--- config.mk ---
export PLATFORM = sky130hd
export DESIGN_NAME = lidar_top
export DESIGN_NICKNAME = d
export VERILOG_FILES = /design/src/design/laser_cfg_pkg.sv /design/src/design/adc_data_pkg.sv /design/src/design/laser_pulse_gen.sv /design/src/design/adc_sample_merge.sv /design/src/design/capture_ctrl.sv /design/src/design/lidar_top.sv
export SDC_FILE = /design/constraint.sdc
export NUM_CORES = 1
export LEC_CHECK = 0
export BUFFER_PORTS_ARGS = -buffer_cell sky130_fd_sc_hd__buf_4
export CORE_ASPECT_RATIO = 0.75
export CORE_UTILIZATION = 60
export DETAILED_ROUTE_END_ITERATION = 16
export GPL_TIMING_DRIVEN = 1
export HOLD_SLACK_MARGIN = 0.12
export PLACE_DENSITY = 0.85
export SLEW_MARGIN = 15
export SYNTH_ARGS = -nofsm -noshare
export SYNTH_HDL_FRONTEND = slang
export SYNTH_SLANG_ARGS = --single-unit
export TNS_END_PERCENT = 100
--- constraint.sdc ---
create_clock -name clk200 -period 6.45 [get_ports clk200]
set_input_delay 1.29 -clock clk200 [delete_from_list [all_inputs] [get_ports clk200]]
set_output_delay 1.29 -clock clk200 [all_outputs]
set_load 0.02 [all_outputs]
--- src/design/laser_cfg_pkg.sv ---
package laser_cfg_pkg;

    //////////////////////////////
    // Laser driver channels
    //////////////////////////////

    localparam int n_laser_ch = 3;

    // One enable bit per driver channel
    typedef logic [n_laser_ch-1:0] laser_mask_t;

    //////////////////////////////
    // Shot timing
    //////////////////////////////

    localparam int period_w = 32;

    // Shot period in clk200 cycles
    typedef logic [period_w-1:0] pulse_period_t;

    // Full settings set, mask in the upper bits
    typedef struct packed {
        laser_mask_t   mask;
        pulse_period_t period;
    } pulse_cfg_t;

endpackage

--- src/design/adc_data_pkg.sv ---
package adc_data_pkg;

    //////////////////////////////
    // Converter samples
    //////////////////////////////

    localparam int adc_width        = 14;
    localparam int samples_per_word = 4;

    // Unsigned offset code
    typedef logic [adc_width-1:0] adc_sample_t;

    // What the converter delivers each cycle
    typedef struct packed {
        adc_sample_t sample;
        logic        ovf;
    } adc_in_t;

    //////////////////////////////
    // Packed capture words
    //////////////////////////////

    // Earliest sample in the lowest bits
    typedef logic [adc_width*samples_per_word-1:0] merge_word_t;

    // ovf is the OR over the four samples
    typedef struct packed {
        merge_word_t data;
        logic        ovf;
    } cap_word_t;

endpackage

--- src/design/laser_pulse_gen.sv ---
`timescale 1ns/1ps

module laser_pulse_gen #(
    parameter int PULSE_CYCLES = 4
) (
    input  logic                       clk200,
    input  logic                       arst_n,
    input  logic                       cap_mode,
    input  laser_cfg_pkg::pulse_cfg_t  cap_cfg,
    input  laser_cfg_pkg::pulse_cfg_t  com_cfg,
    input  logic                       com_open,
    input  logic                       com_close,
    output laser_cfg_pkg::laser_mask_t ldd_wp,
    output laser_cfg_pkg::laser_mask_t ldd_wn,
    output logic                       cap_trig
);
    import laser_cfg_pkg::*;

    localparam int pw_w = $clog2(PULSE_CYCLES + 1);

    pulse_cfg_t      sel_cfg;
    laser_mask_t     mask_q;
    pulse_period_t   period_cnt;
    logic [pw_w-1:0] pw_cnt;
    logic            run;
    logic            start_run;
    logic            shot_start;

    // Mode picks the settings set
    assign sel_cfg    = cap_mode ? cap_cfg : com_cfg;
    assign start_run  = com_open && !com_close && !run;
    assign shot_start = run && !com_close && (period_cnt == '0);

    //////////////////////////////
    // Run level and period
    //////////////////////////////

    // Close wins over open
    always_ff @(posedge clk200 or negedge arst_n) begin
        if (!arst_n) begin
            run <= 1'b0;
        end else if (com_close) begin
            run <= 1'b0;
        end else if (com_open) begin
            run <= 1'b1;
        end
    end

    always_ff @(posedge clk200 or negedge arst_n) begin
        if (!arst_n) begin
            period_cnt <= '0;
        end else if (start_run || shot_start) begin
            period_cnt <= sel_cfg.period - 1'b1;
        end else if (run && (period_cnt != '0)) begin
            period_cnt <= period_cnt - 1'b1;
        end
    end

    // Mask for the coming shot
    always_ff @(posedge clk200) begin
        if (start_run || shot_start) begin
            mask_q <= sel_cfg.mask;
        end
    end

    //////////////////////////////
    // Driver pulse
    //////////////////////////////

    always_ff @(posedge clk200 or negedge arst_n) begin
        if (!arst_n) begin
            ldd_wp   <= '0;
            pw_cnt   <= '0;
            cap_trig <= 1'b0;
        end else begin
            cap_trig <= shot_start;
            if (shot_start) begin
                ldd_wp <= mask_q;
                pw_cnt <= pw_w'(PULSE_CYCLES - 1);
            end else if (pw_cnt != '0) begin
                pw_cnt <= pw_cnt - 1'b1;
            end else begin
                ldd_wp <= '0;
            end
        end
    end

    assign ldd_wn = ~ldd_wp;

    // Next shot must land after the pulse has ended
    a_period_gt_width: assert property (@(posedge clk200) disable iff (!arst_n)
        shot_start |-> (sel_cfg.period > PULSE_CYCLES));

    a_trig_single: assert property (@(posedge clk200) disable iff (!arst_n)
        cap_trig |=> !cap_trig);

endmodule

--- src/design/adc_sample_merge.sv ---
`timescale 1ns/1ps

module adc_sample_merge (
    input  logic                    clk200,
    input  logic                    arst_n,
    input  adc_data_pkg::adc_in_t   adc_in,
    input  logic                    cap_trig,
    output adc_data_pkg::cap_word_t merge_word,
    output logic                    merge_valid
);
    import adc_data_pkg::*;

    localparam int lane_w  = $clog2(samples_per_word);
    localparam int upper_w = adc_width * (samples_per_word - 1);

    adc_in_t           adc_q;
    merge_word_t       asm_q;
    logic [upper_w-1:0] asm_upper;
    logic              ovf_acc;
    logic [lane_w-1:0] lane_cnt;
    logic [lane_w-1:0] lane;
    logic              last_lane;

    // Shot realigns the word boundary
    assign lane      = cap_trig ? '0 : lane_cnt;
    assign last_lane = (lane == lane_w'(samples_per_word - 1));
    assign asm_upper = asm_q[$bits(merge_word_t)-1 -: upper_w];

    //////////////////////////////
    // Sample assembly
    //////////////////////////////

    // New samples enter at the top and move down
    always_ff @(posedge clk200) begin
        adc_q   <= adc_in;
        asm_q   <= {adc_q.sample, asm_upper};
        ovf_acc <= (lane == '0) ? adc_q.ovf : (ovf_acc | adc_q.ovf);
        if (last_lane) begin
            merge_word.data <= {adc_q.sample, asm_upper};
            merge_word.ovf  <= ovf_acc | adc_q.ovf;
        end
    end

    always_ff @(posedge clk200 or negedge arst_n) begin
        if (!arst_n) begin
            lane_cnt    <= '0;
            merge_valid <= 1'b0;
        end else begin
            lane_cnt    <= last_lane ? '0 : lane + 1'b1;
            merge_valid <= last_lane;
        end
    end

endmodule

--- src/design/capture_ctrl.sv ---
`timescale 1ns/1ps

module capture_ctrl #(
    parameter int CAP_WORDS = 8
) (
    input  logic                    clk200,
    input  logic                    arst_n,
    input  logic                    cap_trig,
    input  adc_data_pkg::cap_word_t merge_word,
    input  logic                    merge_valid,
    output adc_data_pkg::cap_word_t cap_data,
    output logic                    cap_valid,
    output logic                    capr_rdy
);

    localparam int cnt_w = $clog2(CAP_WORDS + 1);

    typedef enum logic {
        cap_idle,
        cap_open
    } cap_state_t;

    cap_state_t       state;
    logic [cnt_w-1:0] word_cnt;
    logic             take_word;
    logic             last_word;

    assign take_word = (state == cap_open) && merge_valid;
    assign last_word = (word_cnt == cnt_w'(CAP_WORDS - 1));

    //////////////////////////////
    // Window FSM
    //////////////////////////////

    // Triggers during an open window are dropped
    always_ff @(posedge clk200 or negedge arst_n) begin
        if (!arst_n) begin
            state     <= cap_idle;
            word_cnt  <= '0;
            cap_valid <= 1'b0;
            capr_rdy  <= 1'b0;
        end else begin
            cap_valid <= take_word;
            capr_rdy  <= take_word && last_word;
            case (state)
                cap_idle: begin
                    if (cap_trig) begin
                        state    <= cap_open;
                        word_cnt <= '0;
                    end
                end
                cap_open: begin
                    if (take_word) begin
                        word_cnt <= word_cnt + 1'b1;
                        if (last_word) begin
                            state <= cap_idle;
                        end
                    end
                end
                default: begin
                    state <= cap_idle;
                end
            endcase
        end
    end

    always_ff @(posedge clk200) begin
        if (take_word) begin
            cap_data <= merge_word;
        end
    end

endmodule

--- src/design/lidar_top.sv ---
`timescale 1ns/1ps

module lidar_top #(
    parameter int PULSE_CYCLES = 4,
    parameter int CAP_WORDS    = 8
) (
    input  logic                       clk200,
    input  logic                       arst_n,
    input  logic                       cap_mode,
    input  laser_cfg_pkg::pulse_cfg_t  cap_cfg,
    input  laser_cfg_pkg::pulse_cfg_t  com_cfg,
    input  logic                       com_open,
    input  logic                       com_close,
    input  adc_data_pkg::adc_in_t      adc_in,
    output laser_cfg_pkg::laser_mask_t ldd_wp,
    output laser_cfg_pkg::laser_mask_t ldd_wn,
    output logic                       cap_trig,
    output adc_data_pkg::cap_word_t    cap_data,
    output logic                       cap_valid,
    output logic                       capr_rdy
);
    import adc_data_pkg::*;

    cap_word_t merge_word;
    logic      merge_valid;

    laser_pulse_gen #(
        .PULSE_CYCLES (PULSE_CYCLES )
    ) laser_pulse_gen_ins0 (
        .clk200       (clk200       ),
        .arst_n       (arst_n       ),
        .cap_mode     (cap_mode     ),
        .cap_cfg      (cap_cfg      ),
        .com_cfg      (com_cfg      ),
        .com_open     (com_open     ),
        .com_close    (com_close    ),
        .ldd_wp       (ldd_wp       ),
        .ldd_wn       (ldd_wn       ),
        .cap_trig     (cap_trig     )
    );

    // Words align to each shot
    adc_sample_merge adc_sample_merge_ins0 (
        .clk200       (clk200       ),
        .arst_n       (arst_n       ),
        .adc_in       (adc_in       ),
        .cap_trig     (cap_trig     ),
        .merge_word   (merge_word   ),
        .merge_valid  (merge_valid  )
    );

    capture_ctrl #(
        .CAP_WORDS    (CAP_WORDS    )
    ) capture_ctrl_ins0 (
        .clk200       (clk200       ),
        .arst_n       (arst_n       ),
        .cap_trig     (cap_trig     ),
        .merge_word   (merge_word   ),
        .merge_valid  (merge_valid  ),
        .cap_data     (cap_data     ),
        .cap_valid    (cap_valid    ),
        .capr_rdy     (capr_rdy     )
    );

endmodule

Yosys cells after proc, flatten, opt, wreduce, memory -nomap -nowiden
Index checks and enable logic that the tools add are counted.
{"block": "word_totals", "output_inout_bits": 66, "word_cells": 70, "register_bits": 239}
{"block": "classes", "muxes": 19, "add_sub_neg": 5, "reduce_logical": 18, "n_eq_ne": 5, "n_bitwise": 3}
{"cell": "$mux W32", "count": 2}
{"cell": "$sub A32 B1 Y32 const B", "count": 2}
{"cell": "$mux W35", "count": 1}
{"cell": "$logic_not A32 Y1", "count": 1}
{"cell": "$reduce_bool A32 Y1", "count": 1}
{"cell": "$mux W3", "count": 4}
{"cell": "$mux W4", "count": 2}
{"cell": "$pmux W4 S2", "count": 1}
{"cell": "$logic_and A1 B1 Y1", "count": 7}
{"cell": "$mux W1", "count": 6}
{"cell": "$reduce_bool A2 Y1", "count": 3}
{"cell": "$add A4 B1 Y4 const B", "count": 1}
{"cell": "$eq A4 B3 Y1 const B", "count": 1}
{"cell": "$mux W2", "count": 2}
{"cell": "$ne A2 B2 Y1 const B", "count": 2}
{"cell": "$not A3 Y3", "count": 1}
{"cell": "$reduce_bool A3 Y1", "count": 1}
{"cell": "$sub A3 B1 Y3 const B", "count": 1}
{"cell": "$add A2 B1 Y2 const B", "count": 1}
{"cell": "$eq A2 B2 Y1 const B", "count": 1}
{"cell": "$logic_not A1 Y1", "count": 2}
{"cell": "$logic_not A2 Y1", "count": 1}
{"cell": "$ne A2 B1 Y1 const B", "count": 1}
{"cell": "$pmux W1 S2", "count": 1}
{"cell": "4 further kinds", "count": 4}

Longest topological paths before layout
{"block": "logic_depth", "depth_word": 5, "mapped_depth": 17, "depth_no_buf": 13}

By module
A second synthesis with hierarchy kept.
{"block": "hier_totals", "hier_cells": 659, "area_unflattened_um2": 8690.8}
{"mod": "laser_pulse_gen", "cells_per_inst": 449, "area_each_um2": 3672.3, "n_inst": 1}
{"mod": "adc_sample_merge", "cells_per_inst": 128, "area_each_um2": 3001.6, "n_inst": 1}
{"mod": "capture_ctrl", "cells_per_inst": 82, "area_each_um2": 2016.9, "n_inst": 1}

Worst setup path before layout
Ideal clock, no wire load.
{"block": "synth_timing", "path_type": "input to register", "startpoint": "input cap_mode", "endpoint": "register laser_pulse_gen_ins0.period_cnt[22]", "stages": 16, "arrival_ns": 4.953, "setup_slack_ns": 1.355, "required_time_ns": 6.308, "cell_sequence": "clkbuf_1 -> buf_1 -> clkbuf_1 -> buf_2 -> buf_1 -> mux2i_1 -> nor2_1 -> a21oi_1 -> ha_1 -> o21ai_0 -> o22ai_1 -> o221ai_2 -> buf_6 -> nor4_2 -> xnor2_1 -> mux2i_1"}
{"block": "synth_via", "elab_chain_len": 3}
{"element": "from (decl)", "line_no": "lidar_top.sv:9", "source": "input logic cap_mode,"}
{"element": "$mux W35", "line_no": "laser_pulse_gen.sv:30", "source": "assign sel_cfg = cap_mode ? cap_cfg : com_cfg;"}
{"element": "$sub A32 B1 Y32", "line_no": "laser_pulse_gen.sv:53", "source": "period_cnt <= sel_cfg.period - 1'b1;"}
{"element": "$mux W32", "line_no": "laser_pulse_gen.sv:52", "source": "end else if (start_run || shot_start) begin"}
{"element": "to (signal assigned)", "line_no": "laser_pulse_gen.sv:53"}
{"element": "to (signal assigned)", "line_no": "laser_pulse_gen.sv:55", "source": "period_cnt <= period_cnt - 1'b1;"}
{"element": "to (decl)", "line_no": "laser_pulse_gen.sv:23", "source": "pulse_period_t period_cnt;"}
No other way between the ends.
A chain may end at the register's enable or synchronous reset.

Final worst setup path
{"block": "layout_timing", "startpoint": "register laser_pulse_gen_ins0.period_cnt[27]", "endpoint": "register laser_pulse_gen_ins0.period_cnt[30]"}
{"block": "layout_via", "elab_chain_len": 4, "word_cells_on_any_way": 9, "cone_classes": "1 x add/sub; 2 x mux; 6 x reduce/logical"}
{"element": "branches (longest 4 deep; another with $sub A32 B1 Y32)"}
Parallel ways; which one is timed is not known. The select of a mux whose other input is x is not followed.

==> summary.md <==
| Metric | Value |
|---|---|
| RePlAce Congestion | 0.9489 |
| Worst clock skew | 0.01964 ns |
| Comb pwr share | 9.3% |
| Place WS | 1.741 ns |
| Multiplexer share of the synthesized area | 5.651% |
| Area contributors post-synth | edfxtp_1 40%, dfrtp_1 14%, dfxtp_1 13% |
| Synth area leader | edfxtp_1 |
| Final-stage net count | 923 |
| CP Buf/Inv Count | 1 |
| Top_reg_cell synth | edfxtp_1 |
| Cts bufs inserted | 21 |
| Most frequent cells in the layout | 162 x buf_4, 117 x edfxtp_1, 58 x dfxtp_1 |
| CP max stage cell | nor4_1 |
| Syn. warnings | 0 |
| Synth Net Count | 762 |
| Gr usage total | 25.41% |
| Number of port buffers | 155 |
| Overall routed net length | 19.11 mm |
| First-pass GRT wire length | 29.77 mm |
| Die width | 142.3 um |
| Critical path's top delay family | compound AO/OA/AOI/OAI gates |
| Net load switching power | 738.3 uW |
| Final setup TNS | 0 ns |
| Synth Instances | 666 |
| Top Layer Used | met4 |
| HP Class | flip-flop to flip-flop |
| Setup-failing EPs final | 0 |
| Sequential power share | 53.3% |
| Routed wire length on met2 | 9.289 mm |
| Final Non-Filler Cells | 1,041 |
| Routed wl met3 | 1.496 mm |
| H-tree depth | 1 |
| Io pins | 156 |
| DRC | 0 |
| Worst slew pin tran | 1.050 ns |
| Minimum clock period | 4.404 ns |
| 1st-pass router iterations | 10 |
| Post-route ant nets | 0 |
| Seq/Total Area, Yosys | 66.90% |
| Starting Density | 61.28% |
| Cts hold-fix bufs | 0 |
| FFs w/ async S/R, synth | 22.22% |
| Share of the synthesized area in the top cell type | 39.67% |
| Iter 0 DRT Violations | 505 |
| Share of post-route cells with drive strength above 1 | 27.35% |
| Reg clk slew, reported paths | 0.06 ns |
| Fin. Hold Viols | 0 |
| Max-capacitance violation count | 0 |
| Hold WS | 0.3450 ns |
| Largest net degree at the start of global routing | 59 |
| Die Y | 107.2 um |
| Post-CTS Setup Repair Bufs | 0 |
| Placed Cells | 1,004 |
| Worst-path fanout max | 43 |
| Worst relative slew slack | 29.97% |
| Worst-Skew Late Latency | 0.49 ns |
| Area Overhead vs Synth | 22.84% |
| Vias in the first global route | 5,821 |
| CTS tree | built |
| Root buffer cell | clkbuf_16 |
| Status | completed |
| CTS resizes | 0 |
| Pint | 2367 uW |
| WP data required | 6.78 ns |
| Routed len/inst | 18.35 um |
| LEAKAGE | 0.004203 uW |
| Final-report max-slew violation count | 0 |
| Ratio of final minimum period to clock period | 68.27% |
| Worst vdd ir | 0.0002683 V |
| Adder-Cell Fraction of Synth Area | 0.8476% |
| Switching share of power | 23.77% |
| Commonest non-fill, non-tap cell in the layout | buf_4 |
| Via count | 5,919 |
| Synth Area in Simple Gates | 12.29% |
| Crit start category | flip-flop |
| F_max | 0.2271 GHz |
| Critical path cell sequence | nor4_1 > nand2_1 > nor4_2 > nor2_2 > buf_4 > a21oi_1 > ha_1 > o21ai_0 > o22ai_1 > o221ai_2 > a2111oi_2 > xor2_1 > mux2i_1 |
| Clock Tree Buf Depth | 3 |
| Setup ws final | 2.046 ns |
| Antenna violations before repair | 0 |
| Die area | 0.01526 mm^2 |
| Wl on met1 | 8.124 mm |
| CP endpoint kind | flip-flop |
| Critical path arrival | 4.74 ns |
| Core Area | 0.01445 mm^2 |
| Post-Synth XOR/XNOR Area | 4.549% |
| Slowest stage delay, CP | 0.58 ns |
| Critical path class | flip-flop to flip-flop |
| Detail Placement HPWL | 13.12 mm |
| Unrepaired setup endpoints after global routing | no |
| Ant diodes | 0 |
| Row count | 38 |
| Synth unique cells | 64 |
| DR vias/cell | 5.686 |
| Clock sinks | 225 |
| Largest family of logic cells by synthesized area | simple AND/OR/NAND/NOR gates |
| Clock power frac | 37.4% |
| Register bit total from synthesis | 225 |
| Post-synth EDFFs | 117 |
| Synth Area per Inst | 13.30 um^2 |
| Grt ovf | 0 |
| Cell Area, Synth | 0.008857 mm^2 |
| Power per cell area | 285.4 mW/mm^2 |
| Post-synthesis compound-gate area fraction | 7.911% |
[logic make-up after synthesis]
| family | after synthesis |
|---|---|
| flip-flops | 225 |
| AND/OR/NAND/NOR | 197 |
| AO/OA/AOI/OAI | 105 |
| multiplexers | 49 |
| XOR/XNOR | 46 |
| buffers and inverters | 38 |
| adder cells (fa/ha/maj) | 6 |
[metrics by stage]
stage / power [uW] / util [%] / cell area, um^2
2_1_floorplan: 1846 / - / 8857
3_3_place_gp: 1947 / 70.79 / 10230
3_5_place_dp: 1966 / 70.79 / 10230
4_1_cts: 3125 / 75.28 / 10880
5_1_grt: 3211 / 75.28 / 10880
6_report: 3106 / 75.28 / 10880
[power by group through the flow]
stage	sequential (uW)	combinational, uW	clock [uW]
after detailed placement	1680	284	0
after global placement	1670	273	0
after global routing	1660	317	1230
after CTS	1650	287	1180
final	1660	290	1160
after floorplan	1660	187	0
[Yosys cell counts (8+ instances only)]
cell type and n:
nor3b_1 8, dfrtp_1 50, mux2_2 8, dfxtp_1 58, nand2_1 33, clkbuf_1 11
o21ai_0 26, xnor2_1 28, mux2i_1 41, xor2_1 18, edfxtp_1 117, nor3_1 28
nor4_1 16, inv_1 14, a21oi_1 29, nand3_1 15, nor2_1 50, o22ai_1 8
or3_1 8
[layout make-up]
| cell class | instances | area [um^2] |
|---|---|---|
| clock buffers | 26 | 554.3 |
| clock inverters | 11 | 93.84 |
| fillers | 937 | 3573 |
| inverters | 14 | 52.55 |
| multi-input cells | 403 | 2788 |
| flip-flops and latches | 225 | 5926 |
| well taps | 200 | 250.2 |
| repair buffers | 162 | 1216 |
[path summary, 6_finish.rpt]
path | start | to | slack, ns | cells after the start
worst max-delay path | laser_pulse_gen_ins0.period_cnt[27] | laser_pulse_gen_ins0.period_cnt[30] | 2.05 | 13
worst min-delay path | adc_sample_merge_ins0.adc_q[7] | adc_sample_merge_ins0.asm_q[48] | 0.35 | 0
worst max register to register | laser_pulse_gen_ins0.period_cnt[27] | laser_pulse_gen_ins0.period_cnt[30] | 2.05 | 13
worst min register to register | adc_sample_merge_ins0.adc_q[7] | adc_sample_merge_ins0.asm_q[48] | 0.35 | 0
max in group asynchronous | arst_n | laser_pulse_gen_ins0.pw_cnt[1] | 5.15 | 1
min in group asynchronous | arst_n | laser_pulse_gen_ins0.period_cnt[4] | 0.82 | 1
[layer usage]
layer / GRT usage (%) / vias up
li1: - / 2797
met1: 33.89 / 2854
met2: 43.38 / 247
met3: 5.002 / 21
met4: 5.223 / 0
met5: 0 / -
[flip-flops by register name, summed over array words and instances, names as in the netlist]
name,cells
capture_ctrl_ins0.cap_valid,1
capture_ctrl_ins0.word_cnt,4
laser_pulse_gen_ins0.run,1
laser_pulse_gen_ins0.cap_trig,1
adc_sample_merge_ins0.asm_q,42
adc_sample_merge_ins0.adc_q,15
capture_ctrl_ins0.cap_data,57
capture_ctrl_ins0.capr_rdy,1
laser_pulse_gen_ins0.period_cnt,32
laser_pulse_gen_ins0.pw_cnt,3
laser_pulse_gen_ins0.ldd_wp,3
capture_ctrl_ins0.state,1
adc_sample_merge_ins0.merge_word,57
adc_sample_merge_ins0.ovf_acc,1
adc_sample_merge_ins0.merge_valid,1
laser_pulse_gen_ins0.mask_q,3
adc_sample_merge_ins0.lane_cnt,2
(Power assumes the default switching activity.)
